==> config.mk <==
export PLATFORM = sky130hd
export DESIGN_NAME = usb_fs_phy
export DESIGN_NICKNAME = d
export VERILOG_FILES = /design/src/common/usb_fs_pkg.sv /design/src/hdl/usb_fs_phy.sv /design/src/hdl/usb_line_if.sv /design/src/usb_rx/usb_rx_deserializer.sv /design/src/usb_tx/usb_tx_serializer.sv
export VERILOG_INCLUDE_DIRS = /design/src /design/src/common
export SDC_FILE = /design/constraint.sdc
export NUM_CORES = 1
export LEC_CHECK = 0
export BUFFER_PORTS_ARGS = -buffer_cell sky130_fd_sc_hd__buf_2
export CORE_MARGIN = 4
export CORE_UTILIZATION = 45
export CTS_BUF_LIST = sky130_fd_sc_hd__clkbuf_8
export DETAILED_ROUTE_END_ITERATION = 10
export HOLD_SLACK_MARGIN = 0.02
export PLACE_DENSITY = 0.6
export SYNTH_ARGS = -nofsm -noshare
export SYNTH_HDL_FRONTEND = slang
export SYNTH_SLANG_ARGS = --single-unit
export TNS_END_PERCENT = 1
==> constraint.sdc <==
create_clock -name clk_48MHz_i -period 3.8 [get_ports clk_48MHz_i]
set_input_delay 0.57 -clock clk_48MHz_i [delete_from_list [all_inputs] [get_ports clk_48MHz_i]]
set_output_delay 0.57 -clock clk_48MHz_i [all_outputs]
set_load 0.01 [all_outputs]
==> src/common/usb_fs_params.svh <==
`ifndef USB_FS_PARAMS_SVH
`define USB_FS_PARAMS_SVH

// Clocks per bit, 48 MHz over 12 Mbit/s
`define USB_OVERSAMPLE 4

// Transmit FIFO entries, also the sender's initial credit count
`define USB_TX_DEPTH 2

// Ones in a row before a zero is stuffed
`define USB_STUFF_LIMIT 6

// SYNC byte, LSB first on the wire as KJKJKJKK
`define USB_SYNC_BYTE 8'h80

`endif

==> src/common/usb_fs_pkg.sv <==
`default_nettype none

package usb_fs_pkg;

  // Line state of the un-flipped D+/D- pair
  typedef enum logic [1:0] {
    LS_SE0 = 2'd0,
    LS_J   = 2'd1,
    LS_K   = 2'd2,
    LS_SE1 = 2'd3
  } line_state_t;

  // How a receive packet ended
  typedef enum logic [1:0] {
    RX_NONE      = 2'd0,
    RX_EOP       = 2'd1,
    RX_STUFF_ERR = 2'd2
  } rx_cond_t;

  // Full speed: J is D+ high, D- low
  function automatic line_state_t decode_line_state(input logic dp, input logic dn);
    line_state_t ls;
    case ({dp, dn})
      2'b00:   ls = LS_SE0;
      2'b10:   ls = LS_J;
      2'b01:   ls = LS_K;
      default: ls = LS_SE1;
    endcase
    return ls;
  endfunction

endpackage

`default_nettype wire

==> src/hdl/usb_fs_phy.sv <==
`timescale 1ns/1ns
`default_nettype none

module usb_fs_phy (
  input  logic                 clk_48MHz_i,
  input  logic                 arst_n,
  input  logic                 pin_flip,
  input  logic                 tx_valid,
  input  logic [7:0]           tx_data,
  input  logic                 tx_last,
  output logic                 tx_credit,
  output logic                 rx_valid,
  output logic [7:0]           rx_data,
  output logic                 rx_end,
  output usb_fs_pkg::rx_cond_t rx_cond,
  input  logic                 usb_dp_i,
  input  logic                 usb_dn_i,
  output logic                 usb_dp_o,
  output logic                 usb_dn_o,
  output logic                 usb_oe
);

  import usb_fs_pkg::*;

  // Transmit path to pads
  logic        tx_oe;
  logic        tx_j;
  logic        tx_se0;

  // Pads to receive path
  logic        rx_j;
  line_state_t rx_ls;
  logic        rx_gate;

  usb_tx_serializer i_usb_tx_serializer (
    .clk_48MHz_i (clk_48MHz_i),
    .arst_n      (arst_n),
    .tx_valid    (tx_valid),
    .tx_data     (tx_data),
    .tx_last     (tx_last),
    .tx_credit   (tx_credit),
    .tx_oe       (tx_oe),
    .tx_j        (tx_j),
    .tx_se0      (tx_se0)
  );

  usb_rx_deserializer i_usb_rx_deserializer (
    .clk_48MHz_i (clk_48MHz_i),
    .arst_n      (arst_n),
    .rx_j        (rx_j),
    .rx_ls       (rx_ls),
    .rx_gate     (rx_gate),
    .rx_valid    (rx_valid),
    .rx_data     (rx_data),
    .rx_end      (rx_end),
    .rx_cond     (rx_cond)
  );

  usb_line_if i_usb_line_if (
    .clk_48MHz_i (clk_48MHz_i),
    .arst_n      (arst_n),
    .pin_flip    (pin_flip),
    .tx_oe       (tx_oe),
    .tx_j        (tx_j),
    .tx_se0      (tx_se0),
    .usb_dp_i    (usb_dp_i),
    .usb_dn_i    (usb_dn_i),
    .usb_dp_o    (usb_dp_o),
    .usb_dn_o    (usb_dn_o),
    .usb_oe      (usb_oe),
    .rx_j        (rx_j),
    .rx_ls       (rx_ls),
    .rx_gate     (rx_gate)
  );

endmodule

`default_nettype wire

==> src/hdl/usb_line_if.sv <==
`timescale 1ns/1ns
`default_nettype none

module usb_line_if (
  input  logic                    clk_48MHz_i,
  input  logic                    arst_n,
  input  logic                    pin_flip,
  input  logic                    tx_oe,
  input  logic                    tx_j,
  input  logic                    tx_se0,
  input  logic                    usb_dp_i,
  input  logic                    usb_dn_i,
  output logic                    usb_dp_o,
  output logic                    usb_dn_o,
  output logic                    usb_oe,
  output logic                    rx_j,
  output usb_fs_pkg::line_state_t rx_ls,
  output logic                    rx_gate
);

  import usb_fs_pkg::*;

  logic [1:0] dp_sync;
  logic [1:0] dn_sync;
  logic       dp_line;
  logic       dn_line;
  logic       j_hold;
  logic       diff_valid;

  // Drive side
  assign usb_oe   = tx_oe;
  assign usb_dp_o = tx_se0 ? 1'b0 : (tx_j ^ pin_flip);
  assign usb_dn_o = tx_se0 ? 1'b0 : (~tx_j ^ pin_flip);

  // Device must not hear its own transmission
  assign rx_gate = tx_oe;

  // Two-stage synchronizer on both pads
  always_ff @(posedge clk_48MHz_i or negedge arst_n) begin
    if (!arst_n) begin
      dp_sync <= '0;
      dn_sync <= '0;
    end else begin
      dp_sync <= {dp_sync[0], usb_dp_i};
      dn_sync <= {dn_sync[0], usb_dn_i};
    end
  end

  // Undo the pin swap before decoding
  assign dp_line    = pin_flip ? dn_sync[1] : dp_sync[1];
  assign dn_line    = pin_flip ? dp_sync[1] : dn_sync[1];
  assign diff_valid = (dp_line != dn_line);

  assign rx_ls = decode_line_state(dp_line, dn_line);

  // SE0 and SE1 carry no differential value, keep the last one
  always_ff @(posedge clk_48MHz_i or negedge arst_n) begin
    if (!arst_n) begin
      j_hold <= 1'b1;
    end else if (diff_valid) begin
      j_hold <= dp_line;
    end
  end

  assign rx_j = diff_valid ? dp_line : j_hold;

endmodule

`default_nettype wire

==> src/usb_rx/usb_rx_deserializer.sv <==
`timescale 1ns/1ns
`default_nettype none

`include "usb_fs_params.svh"

module usb_rx_deserializer (
  input  logic                    clk_48MHz_i,
  input  logic                    arst_n,
  input  logic                    rx_j,
  input  usb_fs_pkg::line_state_t rx_ls,
  input  logic                    rx_gate,
  output logic                    rx_valid,
  output logic [7:0]              rx_data,
  output logic                    rx_end,
  output usb_fs_pkg::rx_cond_t    rx_cond
);

  import usb_fs_pkg::*;

  localparam int TW           = $clog2(`USB_OVERSAMPLE);
  localparam int OW           = $clog2(`USB_STUFF_LIMIT + 1);
  localparam int SAMPLE_PHASE = `USB_OVERSAMPLE / 2;

  localparam logic [1:0] ST_HUNT  = 2'd0;
  localparam logic [1:0] ST_DATA  = 2'd1;
  localparam logic [1:0] ST_ABORT = 2'd2;

  logic          prev_j;
  logic [TW-1:0] phase;
  logic          last_j;
  logic [1:0]    state;
  logic [OW-1:0] ones;
  logic [2:0]    bit_cnt;
  logic [7:0]    shreg;

  logic          transition;
  logic          sample;
  logic          din;
  logic          at_limit;
  logic          take_bit;
  logic          byte_done;

  assign transition = (rx_j != prev_j);
  // Mid-bit, two clocks after the last edge
  assign sample     = (phase == TW'(SAMPLE_PHASE)) && !transition;
  // NRZI: no change is a one
  assign din        = (rx_j == last_j);
  assign at_limit   = (ones == OW'(`USB_STUFF_LIMIT));
  assign take_bit   = sample && !rx_gate && state == ST_DATA && rx_ls != LS_SE0 && !at_limit;
  assign byte_done  = take_bit && bit_cnt == 3'd7;

  always_ff @(posedge clk_48MHz_i) begin
    if (take_bit) begin
      shreg <= {din, shreg[7:1]};
    end
    if (byte_done) begin
      rx_data <= {din, shreg[7:1]};
    end
  end

  always_ff @(posedge clk_48MHz_i or negedge arst_n) begin
    if (!arst_n) begin
      prev_j   <= 1'b1;
      phase    <= '0;
      last_j   <= 1'b1;
      state    <= ST_HUNT;
      ones     <= '0;
      bit_cnt  <= '0;
      rx_valid <= 1'b0;
      rx_end   <= 1'b0;
      rx_cond  <= RX_NONE;
    end else begin
      prev_j   <= rx_j;
      rx_valid <= byte_done;
      rx_end   <= 1'b0;
      if (transition) begin
        phase <= TW'(1);
      end else begin
        phase <= (phase == TW'(`USB_OVERSAMPLE - 1)) ? '0 : phase + 1'b1;
      end
      if (sample) begin
        last_j <= rx_j;
      end
      if (rx_gate) begin
        state <= ST_HUNT;
      end else if (sample) begin
        case (state)
          ST_HUNT: begin
            // KK closes SYNC, and that last K counts as a one
            if (rx_ls == LS_K && !last_j) begin
              state   <= ST_DATA;
              ones    <= OW'(1);
              bit_cnt <= '0;
            end
          end
          ST_DATA: begin
            if (rx_ls == LS_SE0) begin
              rx_end  <= 1'b1;
              rx_cond <= RX_EOP;
              state   <= ST_HUNT;
            end else if (at_limit) begin
              if (din) begin
                rx_end  <= 1'b1;
                rx_cond <= RX_STUFF_ERR;
                state   <= ST_ABORT;
              end else begin
                ones <= '0;
              end
            end else begin
              ones    <= din ? ones + 1'b1 : '0;
              bit_cnt <= bit_cnt + 1'b1;
            end
          end
          ST_ABORT: begin
            // Skip the rest of a broken packet up to its EOP
            if (rx_ls == LS_SE0) begin
              state <= ST_HUNT;
            end
          end
          default: state <= ST_HUNT;
        endcase
      end
    end
  end

  // Outputs lag the gate by a register, so the line must not turn around mid-byte
  a_rx_quiet_when_gated: assert property (
    @(posedge clk_48MHz_i) disable iff (!arst_n)
    rx_gate |-> !rx_valid && !rx_end
  ) else $error("receive output while transmitting");

endmodule

`default_nettype wire

==> src/usb_tx/usb_tx_serializer.sv <==
`timescale 1ns/1ns
`default_nettype none

`include "usb_fs_params.svh"

module usb_tx_serializer (
  input  logic       clk_48MHz_i,
  input  logic       arst_n,
  input  logic       tx_valid,
  input  logic [7:0] tx_data,
  input  logic       tx_last,
  output logic       tx_credit,
  output logic       tx_oe,
  output logic       tx_j,
  output logic       tx_se0
);

  localparam int DEPTH = `USB_TX_DEPTH;
  localparam int PW    = (DEPTH > 1) ? $clog2(DEPTH) : 1;
  localparam int CW    = $clog2(DEPTH + 1);
  localparam int TW    = $clog2(`USB_OVERSAMPLE);
  localparam int OW    = $clog2(`USB_STUFF_LIMIT + 1);

  localparam logic [7:0] SYNC_PATTERN = `USB_SYNC_BYTE;

  localparam logic [1:0] ST_IDLE    = 2'd0;
  localparam logic [1:0] ST_SHIFT   = 2'd1;
  localparam logic [1:0] ST_EOP_SE0 = 2'd2;
  localparam logic [1:0] ST_EOP_J   = 2'd3;

  logic [7:0]    fifo_data [DEPTH];
  logic          fifo_last [DEPTH];
  logic [PW-1:0] wr_ptr;
  logic [PW-1:0] rd_ptr;
  logic [CW-1:0] fifo_cnt;
  logic          fifo_empty;
  logic          fifo_full;

  logic [1:0]    state;
  logic [TW-1:0] timer;
  logic [2:0]    bit_cnt;
  logic [7:0]    shreg;
  logic          cur_last;
  logic [OW-1:0] ones;

  logic          bit_end;
  logic          stuff_now;
  logic          pop;
  logic          emit;
  logic          emit_bit;

  assign fifo_empty = (fifo_cnt == '0);
  assign fifo_full  = (fifo_cnt == CW'(DEPTH));
  assign bit_end    = (timer == TW'(`USB_OVERSAMPLE - 1));
  assign stuff_now  = (ones == OW'(`USB_STUFF_LIMIT));

  assign tx_oe  = (state != ST_IDLE);
  assign tx_se0 = (state == ST_EOP_SE0);

  // Byte store, written on every accepted byte
  always_ff @(posedge clk_48MHz_i) begin
    if (tx_valid) begin
      fifo_data[wr_ptr] <= tx_data;
      fifo_last[wr_ptr] <= tx_last;
    end
  end

  always_ff @(posedge clk_48MHz_i or negedge arst_n) begin
    if (!arst_n) begin
      wr_ptr    <= '0;
      rd_ptr    <= '0;
      fifo_cnt  <= '0;
      tx_credit <= 1'b0;
    end else begin
      if (tx_valid) begin
        wr_ptr <= (wr_ptr == PW'(DEPTH - 1)) ? '0 : wr_ptr + 1'b1;
      end
      if (pop) begin
        rd_ptr <= (rd_ptr == PW'(DEPTH - 1)) ? '0 : rd_ptr + 1'b1;
      end
      case ({tx_valid, pop})
        2'b10:   fifo_cnt <= fifo_cnt + 1'b1;
        2'b01:   fifo_cnt <= fifo_cnt - 1'b1;
        default: fifo_cnt <= fifo_cnt;
      endcase
      // One credit back per byte moved into the shifter
      tx_credit <= pop;
    end
  end

  // Next bit on the wire, decided at the end of each bit time
  always_comb begin
    pop      = 1'b0;
    emit     = 1'b0;
    emit_bit = 1'b1;
    if (state == ST_IDLE && !fifo_empty) begin
      emit     = 1'b1;
      emit_bit = SYNC_PATTERN[0];
    end else if (state == ST_SHIFT && bit_end) begin
      if (stuff_now) begin
        emit     = 1'b1;
        emit_bit = 1'b0;
      end else if (bit_cnt != 3'd7) begin
        emit     = 1'b1;
        emit_bit = shreg[1];
      end else if (!cur_last && !fifo_empty) begin
        pop      = 1'b1;
        emit     = 1'b1;
        emit_bit = fifo_data[rd_ptr][0];
      end
    end
  end

  always_ff @(posedge clk_48MHz_i) begin
    if (state == ST_IDLE) begin
      shreg <= SYNC_PATTERN;
    end else if (pop) begin
      shreg <= fifo_data[rd_ptr];
    end else if (state == ST_SHIFT && bit_end && !stuff_now) begin
      shreg <= shreg >> 1;
    end
  end

  always_ff @(posedge clk_48MHz_i or negedge arst_n) begin
    if (!arst_n) begin
      state    <= ST_IDLE;
      timer    <= '0;
      bit_cnt  <= '0;
      cur_last <= 1'b0;
      ones     <= '0;
      tx_j     <= 1'b1;
    end else begin
      timer <= (state == ST_IDLE || bit_end) ? '0 : timer + 1'b1;
      // NRZI: a zero toggles the level, a one holds it
      if (emit) begin
        tx_j <= emit_bit ? tx_j : ~tx_j;
        ones <= emit_bit ? ones + 1'b1 : '0;
      end
      case (state)
        ST_IDLE: begin
          bit_cnt  <= '0;
          cur_last <= 1'b0;
          if (!fifo_empty) begin
            state <= ST_SHIFT;
          end
        end
        ST_SHIFT: begin
          if (bit_end && !stuff_now) begin
            if (bit_cnt != 3'd7) begin
              bit_cnt <= bit_cnt + 1'b1;
            end else if (pop) begin
              bit_cnt  <= '0;
              cur_last <= fifo_last[rd_ptr];
            end else begin
              // Last byte done or FIFO starved
              state   <= ST_EOP_SE0;
              bit_cnt <= '0;
              ones    <= '0;
            end
          end
        end
        ST_EOP_SE0: begin
          if (bit_end) begin
            if (bit_cnt == 3'd0) begin
              bit_cnt <= 3'd1;
            end else begin
              state <= ST_EOP_J;
              tx_j  <= 1'b1;
            end
          end
        end
        default: begin
          if (bit_end) begin
            state <= ST_IDLE;
          end
        end
      endcase
    end
  end

  // Sender must hold a credit for every byte
  a_tx_credit_respected: assert property (
    @(posedge clk_48MHz_i) disable iff (!arst_n)
    tx_valid |-> !fifo_full
  ) else $error("tx_valid while transmit FIFO is full");

endmodule

`default_nettype wire
* Yosys cells after proc, flatten, opt, wreduce, memory -nomap -nowiden *
Memories as Yosys holds them, arrays and structs flattened.
Cells that the tools add are included.

operators by class
  equality and inequality tests = 35
  $add $sub $neg = 10
  bitwise gates (word level) = 4
  muxes and demuxes = 83
  reduce and logical (&&, ||, !) cells = 44

operators with widths
  cell                                                    number
  2-to-1 mux 3 bit                                        18
  2-to-1 mux 1 bit                                        37
  2-to-1 mux 2 bit                                        18
  inequality test 2 bit (second input constant)           9
  one-hot mux 2 bit (3 select lines)                      3
  nonzero test 2 bit                                      9
  == test 2 bit (second input constant)                   8
  2-to-1 mux 8 bit                                        2
  adder 3 x 1 -> 3 bit (second input constant)            4
  logical AND 1 bit                                       12
  one-hot mux 3 bit (2 select lines)                      2
  AND reduction 6 bit                                     2
  zero test 2 bit                                         5
  AND reduction 5 bit                                     2
  == test 3 bit (second input constant)                   3
  one-hot mux 3 bit (3 select lines)                      1
  == test 2 x 1 -> 1 bit (second input constant)          4
  inequality test 4 x 2 -> 1 bit (second input constant)  2
  AND reduction 4 bit                                     2
  zero test 1 bit                                         7
  AND reduction 7 bit                                     1
  adder 2 x 1 -> 2 bit (second input constant)            3
  inequality test 3 x 1 -> 1 bit (second input constant)  2
  inequality test 3 bit (second input constant)           2
  12 further kinds                                        18

storage, ports and cells
  RAM bits = 18
  output and inout bits = 16
  input port bits = 15
  memories kept = 2
  flip-flop bits (word level) = 61

memory list
  memory                         words  width  rd ports  clocked after memory_dff  wr ports  line                     text
  i_usb_tx_serializer.fifo_data  2      8      1         0                         1         usb_tx_serializer.sv:31  logic [7:0] fifo_data [DEPTH];
  i_usb_tx_serializer.fifo_last  2      1      1         0                         1         usb_tx_serializer.sv:32  logic fifo_last [DEPTH];

* Logic depth before layout (Yosys ltp) *
Gate-level depths: netlist (run 1).

  depth after elaboration = 14
  gate-level depth with buffers = 9
  depth with buffers taken out = 9

* Modules after synthesis *
A second synthesis (run 1) with hierarchy kept.

second synthesis, totals
  cells, all modules = 294
  area total of the unflattened synthesis = 3624.7 um^2

modules (own cells, without submodules)
  module               times used  cells an instance  area each (um^2)  seq. area each (um^2)
  usb_tx_serializer    1           172                2074.5            1107.3
  usb_rx_deserializer  1           104                1341.3            853.3
  usb_line_if          1           18                 209.0             126.4

* Worst setup path before layout (run 1) *
OpenSTA, ideal clock, no wires.

  kind = input to register
  start point = in pin_flip
  end point = reg i_usb_rx_deserializer.rx_data[0], enable pin
  arrival = 2652 ps
  setup slack = 812 ps
  required time = 3465 ps
  cell stages on the path = 7
  cell sequence = mux2i_4 ha_1 nand2b_1 mux2_4 nand4_4 nor3_1 and2_1

between the ends
  longest elaborated chain between the ends = 11

RTL lines
  item                                 line                                  text
  from (decl)                          usb_fs_phy.sv:7                       input logic pin_flip,
  2-to-1 mux 1 bit (on tied branches)  usb_line_if.sv:50, usb_line_if.sv:51
  inequality test 1 bit                usb_line_if.sv:52                     assign diff_valid = (dp_line != dn_line);
  2-to-1 mux 1 bit                     --
  inequality test 1 bit                usb_rx_deserializer.sv:43             assign transition = (rx_j != prev_j);
  zero test 1 bit                      usb_rx_deserializer.sv:45             assign sample = (phase == TW'(SAMPLE_PHASE)) && !transition;
  logical AND 1 bit                    usb_rx_deserializer.sv:45
  logical AND 1 bit (2 in a row)       usb_rx_deserializer.sv:49             assign take_bit = sample && !rx_gate && state == ST_DATA && rx_ls != LS_SE0 && !at_limit;
  logical AND 1 bit (*) (2 in a row)   usb_rx_deserializer.sv:49
  net i_usb_rx_deserializer.take_bit   usb_rx_deserializer.sv:40             logic take_bit;
  logical AND 1 bit (*)                usb_rx_deserializer.sv:50             assign byte_done = take_bit && bit_cnt == 3'd7;
  net i_usb_rx_deserializer.byte_done  usb_rx_deserializer.sv:41             logic byte_done;
  to (signal assigned)                 usb_rx_deserializer.sv:57             rx_data <= {din, shreg[7:1]};
  to (decl)                            usb_rx_deserializer.sv:13             output logic [7:0] rx_data,

The timed path passes the listed nets; every way through them passes the cells marked *.
A chain may end at the register's enable or synchronous reset.

* Worst setup path in the final report (run 1) *
  start point = in pin_flip
  end point = reg i_usb_rx_deserializer.rx_data[7], enable pin

Same word-level chain as after synthesis.

==> results of run 1 <==
## synthesized netlist by cell type (all sizes together), types with 3 or more instances
library cell	instances
and2	3
dfxtp	7
dfrtp	34
nor2	13
nor3	5
edfxtp	33
a21oi	15
nand2	25
o211ai	9
nand2b	6
o21ai	9
a32oi	3
dfstp	3
and3	3
mux2i	18
mux2	5
ha	19
inv	18
nand3	10
xor2	5
xnor2	5
clkbuf	7
## critical path: cells and delay by family
family,cells,cell delay [ns]
simple gates,4,0.83
mux,2,0.56
buf+inv,2,0.34
fa+ha+maj,1,0.37
## final timing paths
check                                              start                          endpoint  slack [ns]  depth (start not counted)
max in group asynchronous                         arst_n          i_usb_line_if.dn_sync[0]        2.94                          1
worst min register to register  i_usb_line_if.dp_sync[0]          i_usb_line_if.dp_sync[1]        0.35                          0
worst max-delay path                            pin_flip  i_usb_rx_deserializer.rx_data[7]        1.13                          9
worst max register to register  i_usb_line_if.dp_sync[1]  i_usb_rx_deserializer.rx_data[7]        1.18                          8
min in group clk_48MHz_i                        usb_dn_i          i_usb_line_if.dn_sync[0]        0.33                          1
worst min-delay path                              arst_n    i_usb_rx_deserializer.rx_valid        0.32                          1
## area by class of cell
| class | instances | area, um2 |
|---|---|---|
| clock buffers | 9 | 124 |
| multi-input cells | 183 | 1380 |
| fillers | 689 | 3620 |
| repair buffers | 32 | 165 |
| well taps | 102 | 128 |
| inverters | 18 | 67.6 |
| flip-flops and latches | 77 | 2060 |
| clock inverters | 7 | 140 |
## metrics by stage
step / instance area, um2 / std cells / util / hold slack, ns
finish: 4060 / 428 / 0.528 / 0.319
global route: 4060 / 428 / 0.528 / 0.312
CTS: 4060 / 428 / 0.528 / 0.314
detailed placement: 3800 / 412 / 0.494 / 0.338
global placement: 3800 / 412 / 0.494 / 0.333
floorplan: 3540 / 287 / - / 0.274
## power by group
group          leakage (nW)  switching (W)  internal (W)
combinational         0.693       0.000396      0.000259
sequential            0.821      0.0000931       0.00102
clock                 0.131       0.000290      0.000501
## state kept, by name, summed over array words and instances (netlist names), 3 cells and up
signal,flops
i_usb_rx_deserializer.shreg,7
i_usb_tx_serializer.shreg,7
i_usb_tx_serializer.fifo_data,16
i_usb_rx_deserializer.bit_cnt,3
i_usb_rx_deserializer.rx_data,8
i_usb_tx_serializer.bit_cnt,3
i_usb_tx_serializer.ones,3
i_usb_rx_deserializer.ones,3
## placed cells by master (no fill, tap or decap), drive strengths merged, types with 7 or more instances in the layout
cell type	count
dfrtp	34
edfxtp	33
buf	32
nand2	25
ha	19
inv	19
mux2i	18
a21oi	15
nor2	13
nand3	10
o211ai	9
clkbuf	9
o21ai	9
dfxtp	7
## kinds of logic (layout without fill, tap and decap cells)
group	count (synthesis)	in the layout	share of synthesized area
compound gates	52	52	0.102
xor+xnor	10	10	0.0268
fa+ha+maj	19	19	0.0671
buf+inv	27	66	0.0293
flops	77	77	0.582
mux	23	23	0.0724
simple gates	79	79	0.121
## layer usage
layer	global-route usage	up-vias
met5	0	-
met4	0.0616	0
met3	0.0303	10
met2	0.205	43
met1	0.170	1026
li1	-	1098
==> out/results.ini, run 1 <==
[run_status]
outcome=complete, no violations

[clock_tree]
clockBufferDepth=2
cts_setup_buffers=0
clock-root-buffer=clkbuf_8
path_clk_slew_ns=0.08
cts_hold_buf=0
insertion_delay_ns=0.35
cts_tree=built
cts-htree-levels=3
cts_sinks=77
ctsResizeCount=0
cts_made_buffers=9

[synthesis]
yosys-top-cells-area=edfxtp_1 28%, dfrtp_1 24%, ha_1 6.7%
syn_area_per_cell_um2=12.3
netlist_area_mm2=0.00354
ys.flop_type=dfrtp_1
yosysTopAreaCell=edfxtp_1
ys_ff_latch=77
synth_edf_count=33
async_flop_share=0.481
yosysSeqAreaShare=0.582
synth_top_area_frac=0.280
synth_fp_nets=321
yosysWarnings=0
synthCells=287
yosysUniqueCellTypes=56

[global_routing]
grt_pass1_vias=2093
grt_max_degree=38
grt.overflow.total=0
grt_pass1_wl_um=9920
grt_util_all_layers=0.130
antenna_found_initial=0

[sta]
worst_pin_slew_ns=0.844
rsz0062_at_grt=false
setup-tns-final_ns=0
finalHoldViolCount=0
min_period_ns=2.67
slew_headroom=0.437
finalSetupViolations=0
fin_crit_sh=0.703
max_freq_mhz=374
drv_slew=0
fin_ws_ns=1.13
fin_skew_ns=0.00847

[layout]
drive_gt1_frac=0.199
antennaDiodeCount=0
finalNetCount=355
synthToLayoutAreaGrowth_pct=14.7

[pwr]
irDropWorstVdd_mv=0.263
power_leakage_nw=1.64
p_total_w=0.00256
p_per_area_mw_per_mm2=631

[die]
die_area_mm2=0.00935
ios=31
die-height_um=96.7
rows=32
coreArea_mm2=0.00769
start_util=0.461
die_w_um=96.7

[drt]
drtIter0Drc=57
wl_per_cell_um=13.3
drt-pass1-iter-count=4
drc_errors=0
totalWireLength_um=5680
wl_met1_um=2630
ant_nets=0
wl_met3_um=254
vias_per_cell=5.09
dr_wl_met2_um=2690
num_vias=2177
top_layer=met4

[setup_path]
crit_chain=buf_2 > mux2i_4 > ha_1 > nand2b_1 > mux2_4 > nand4_4 > nor3_1 > buf_4 > and2_1
path_class=in -> reg
cp_data_arrival_time_ns=2.68
path_max_fanout=9
cp-start-kind=input port
cp_slowest_cell=ha_1
required_ns=3.81
critPathCaptureType=flip-flop
cpPeakStageDelay_ns=0.37

[placed_design]
gp_congestion=0.833
dp_hpwl_um=4050
dp_slack_ns=0.724
port_buffers=30

[run]
cap_viol_max_count=0

[worst_hold_path]
min_path_type=in -> async

Power figures use the tool's default switching activity.
==> run 2: changes to the inputs <==
Settings changed: PLACE_DENSITY 0.6 to 0.62.
Clock period 3.8 ns to 2.3 ns, I/O delays scaled along.
==> run 2 against run 1 <==
  * Total power increased by 53%
  * Global-route usage increased by 0.57 points
  * Cell count rose by 2.6%
  * Clock skew up 0.0027 ns
  * Critical path depth down 2
  * Wire length grew 3.6%
  * Sequential share of layout area decreased by 0.19 points
  * Clock-buffer cell count unchanged
==> out/results.ini, run 2 (synthesis results as in run 1) <==
[global_routing]
grt_pass1_wl_um=10400
grt_util_all_layers=0.136
grt.overflow.total=0
grt_max_degree=38
antenna_found_initial=0
grt_pass1_vias=2224

[drt]
ant_nets=0
vias_per_cell=5.06
drtIter0Drc=65
num_vias=2222
drt-pass1-iter-count=4
wl_per_cell_um=13.4
drc_errors=0
totalWireLength_um=5880

[clock_tree]
clock-root-buffer=clkbuf_8
insertion_delay_ns=0.34
path_clk_slew_ns=0.08
clockBufferDepth=2
cts_tree=built
cts_sinks=77
cts_setup_buffers=0
cts-htree-levels=3
ctsResizeCount=0
cts_hold_buf=0
cts_made_buffers=9

[sta]
finalSetupViolations=0
min_period_ns=2.10
fin_skew_ns=0.0111
slew_headroom=0.422
drv_slew=0
finalHoldViolCount=0
max_freq_mhz=475
fin_crit_sh=0.915
rsz0062_at_grt=false
worst_pin_slew_ns=0.867
whs_ns=0.106
setup-tns-final_ns=0

[die]
die_w_um=96.7
coreArea_mm2=0.00769
die_area_mm2=0.00935
rows=32
die-height_um=96.7
ios=31
start_util=0.461

[setup_path]
crit_start=i_usb_line_if.dp_sync[1]
cp_data_arrival_time_ns=2.14
path_class=reg -> reg
cp_slowest_cell=dfrtp_1
cp_num_buf_inv=0
critPathCaptureType=flip-flop
cp-start-kind=flip-flop
cpPeakStageDelay_ns=0.41
required_ns=2.33
reg2reg_from=i_usb_line_if.dp_sync[1]
crit_chain=mux2i_1 > ha_1 > nand2b_1 > mux2_4 > nand4_4 > nor3_4 > and2_2
crit_family=simple AND/OR/NAND/NOR gates
path_max_fanout=9

[layout]
fillers=703
synthToLayoutAreaGrowth_pct=15.1
final_cell_mix=34 x dfrtp_1, 33 x edfxtp_1, 30 x buf_2
regMostFlops=i_usb_tx_serializer.fifo_data
antennaDiodeCount=0
layout_commonest_cell=dfrtp_1
finalNetCount=366
largest_reg_flops=16
drive_gt1_frac=0.228
reg_top3=i_usb_tx_serializer.fifo_data (16), i_usb_rx_deserializer.rx_data (8)
finalInstanceArea_mm2=0.00408

[placed_design]
port_buffers=30
gp_congestion=0.847
dpl_cell_area_mm2=0.00389
dp_hpwl_um=4240

[pwr]
power_leakage_nw=1.67
irDropWorstVdd_mv=0.485
p_per_area_mw_per_mm2=961

[worst_hold_path]
min_path_type=in -> async

[run]
cap_viol_max_count=0

[run_status]
outcome=complete, no violations

run 2: final timing paths:
path | slack, ns | depth (start not counted) | end
min reg2reg | 0.36 | 0 | i_usb_line_if.dp_sync[1]
max in group asynchronous | 1.64 | 1 | i_usb_tx_serializer.cur_last
min | 0.11 | 1 | i_usb_rx_deserializer.ones[2]
min in group clk_48MHz_i | 0.11 | 1 | i_usb_line_if.dp_sync[0]
max | 0.20 | 7 | i_usb_rx_deserializer.rx_data[1]
max reg2reg | 0.20 | 7 | i_usb_rx_deserializer.rx_data[1]
run 2: report_power, final:
part / internal [W] / total (W) / switching (W)
clock: 0.000487 / 0.000950 / 0.000463
combinational: 0.000469 / 0.00112 / 0.000654
sequential: 0.00169 / 0.00185 / 0.000155
total: 0.00265 / 0.00392 / 0.00127
run 2: cell type report:
class,instances,area [um2],area share
Sequential cell,77,2060,0.505
Multi-Input combinational cell,183,1390,0.341
Timing Repair Buffer,43,248,0.0608
Tap cell,102,128,0.0313
Clock buffer,9,124,0.0304
Inverter,18,67.6,0.0166
Clock inverter,7,60.1,0.0147
run 2: metrics by stage:
step           total power [W]  utilization  instances  worst slack (ns)
2_1_floorplan          0.00267            -        287           0.00587
3_5_place_dp           0.00301        0.507        423            0.0359
4_1_cts                0.00396        0.530        439             0.193
3_3_place_gp           0.00299        0.507        423            0.0812
6_report               0.00392        0.530        439             0.196
5_1_grt                0.00419        0.530        439            0.0868
run 2: metal layers:
| metal | track usage | vias to the layer above | part of all wire |
|---|---|---|---|
| met3 | 0.0303 | 9 | 0.036 |
| met1 | 0.176 | 1051 | 0.48 |
| li1 | - | 1126 | - |
| met2 | 0.217 | 36 | 0.47 |
| met4 | 0.0616 | 0 | 0.018 |
| met5 | 0 | - | 0 |
==> run 3: changes to the inputs <==
Settings changed: MAX_ROUTING_LAYER set to met4.
==> run 3 against run 2 <==
  * Cell count did not move
  * Critical path depth did not move
  * Worst setup slack got worse by 0.0023 ns
  * Core utilization did not move
  * First-iteration DRC count did not move
  * Clock-buffer cell count did not move
  * Via count rose by 0.14%
  * Die area did not move
  * Wire length rose by 0.85%
  * Flip-flop and latch count did not move
  * Sequential power barely moved
  * Critical path type unchanged
==> out/results.ini, run 3 (synthesis results as in run 1) <==
[pwr]
p_per_area_mw_per_mm2=962
intPower_w=0.00265
p_comb_frac=0.287
switching_share=0.325
p_sw_w=0.00128
p_seq_frac=0.471
power_leakage_nw=1.67
irDropWorstVdd_mv=0.485
clockPowerShare=0.242

[clock_tree]
path_clk_slew_ns=0.07
clock-root-buffer=clkbuf_8
cts_made_buffers=9
insertion_delay_ns=0.35
cts_setup_buffers=0
cts_hold_buf=0
cts_tree=built
cts_sinks=77
clockBufferDepth=2
ctsResizeCount=0
cts-htree-levels=3

[drt]
ant_nets=0
num_vias=2225
dr_wl_met2_um=2790
totalWireLength_um=5930
drt-pass1-iter-count=4
wl_met3_um=209
drtIter0Drc=65
vias_per_cell=5.07
top_layer=met4
wl_met1_um=2830
wl_per_cell_um=13.5
drc_errors=0

[worst_hold_path]
min_path_cells=1
min_path_type=in -> reg
hold_path_end=i_usb_line_if.dp_sync[0]
min_from=usb_dp_i

[layout]
drive_gt1_frac=0.228
fillers=703
final_util=0.530
finalNetCount=366
synthToLayoutAreaGrowth_pct=15.1
largest_reg_flops=16
layout_commonest_cell=dfrtp_1
antennaDiodeCount=0
regMostFlops=i_usb_tx_serializer.fifo_data
reg_top3=i_usb_tx_serializer.fifo_data (16), i_usb_rx_deserializer.rx_data (8)
final_cell_mix=34 x dfrtp_1, 33 x edfxtp_1, 30 x buf_2

[setup_path]
cp-start-kind=flip-flop
cp_data_arrival_time_ns=2.14
critPathCaptureType=flip-flop
r2r_end=i_usb_rx_deserializer.rx_data[1]
required_ns=2.34
reg2reg_from=i_usb_line_if.dp_sync[1]
reg2reg_slack_ns=0.19
path_class=reg -> reg
ff2ff_path_depth=7
path_max_fanout=9

[die]
die-height_um=96.7
die_area_mm2=0.00935
start_util=0.461
ios=31
coreArea_mm2=0.00769
rows=32
die_w_um=96.7

[run_status]
outcome=complete, no violations

[sta]
min_period_ns=2.11
fin_skew_ns=0.0105
finalHoldViolCount=0
rsz0062_at_grt=false
drv_slew=0
setup-tns-final_ns=0
max_freq_mhz=475
slew_headroom=0.402
fin_crit_sh=0.916
worst_pin_slew_ns=0.897
finalSetupViolations=0

[placed_design]
port_buffers=30
gp_congestion=0.860
dp_hpwl_um=4240

[global_routing]
grt_pass1_vias=2228
grt.overflow.total=0
grt_pass1_wl_um=10400
antenna_found_initial=0
grt_util_all_layers=0.140
grt_max_degree=38

[run]
cap_viol_max_count=0

==> run 3: cell counts in the layout (fill, tap and decap cells not counted) <==
Identical to the previous run, type by type.
==> run 3: how the worst max path moves through the flow <==
stage,start,end,cells after the start
4_1_cts,i_usb_line_if.dp_sync[1],i_usb_rx_deserializer.rx_data[1],7
2_1_floorplan,pin_flip,i_usb_rx_deserializer.rx_data[0],7
5_1_grt,i_usb_line_if.dp_sync[1],i_usb_rx_deserializer.bit_cnt[2],8
3_3_place_gp,pin_flip,i_usb_rx_deserializer.rx_data[1],8
3_5_place_dp,pin_flip,i_usb_rx_deserializer.rx_data[1],8
6_report,i_usb_line_if.dp_sync[1],i_usb_rx_deserializer.rx_data[1],7
==> run 3: power by group through the flow <==
stage / Combinational (W) / Sequential, W / Clock, W
floorplan: 0.000849 / 0.00182 / 0
CTS: 0.00113 / 0.00185 / 0.000981
global route: 0.00127 / 0.00188 / 0.00105
global placement: 0.00112 / 0.00187 / 0
detailed placement: 0.00113 / 0.00187 / 0
finish: 0.00112 / 0.00185 / 0.000951
==> run 3: per-stage QoR <==
step | setup WS (ns) | std cells | total power (W) | instance area [um2] | hold WS (ns)
after global placement | 0.0812 | 423 | 0.00299 | 3890 | 0.338
after floorplan | 0.00587 | 287 | 0.00267 | 3550 | 0.0494
final | 0.194 | 439 | 0.00392 | 4080 | 0.104
after CTS | 0.193 | 439 | 0.00396 | 4080 | 0.0874
after global routing | 0.0864 | 439 | 0.00419 | 4080 | 0.0889
after detailed placement | 0.0359 | 423 | 0.00301 | 3890 | 0.342
==> run 3: cell type report <==
type	count	area (um2)	area share
Sequential cell	77	2060	0.505
Multi-Input combinational cell	183	1390	0.341
Timing Repair Buffer	43	248	0.0608
Tap cell	102	128	0.0313
Clock buffer	9	124	0.0304
Inverter	18	67.6	0.0166
Clock inverter	7	60.1	0.0147
==> run 3: layer usage <==
metal  global-route usage  vias to the layer above
li1                     -                     1125
met1                0.176                     1050
met2                0.218                       41
met3               0.0296                        9
met4               0.0616                        0
met5                    -                        -
==> run 3: critical path, stage by stage, from the launching register on <==
cell and delay (ns):
dfrtp_1 0.41, mux2i_1 0.18, ha_1 0.32, nand2b_1 0.10, mux2_4 0.20, nand4_4 0.15, nor3_4 0.14, and2_2 0.28
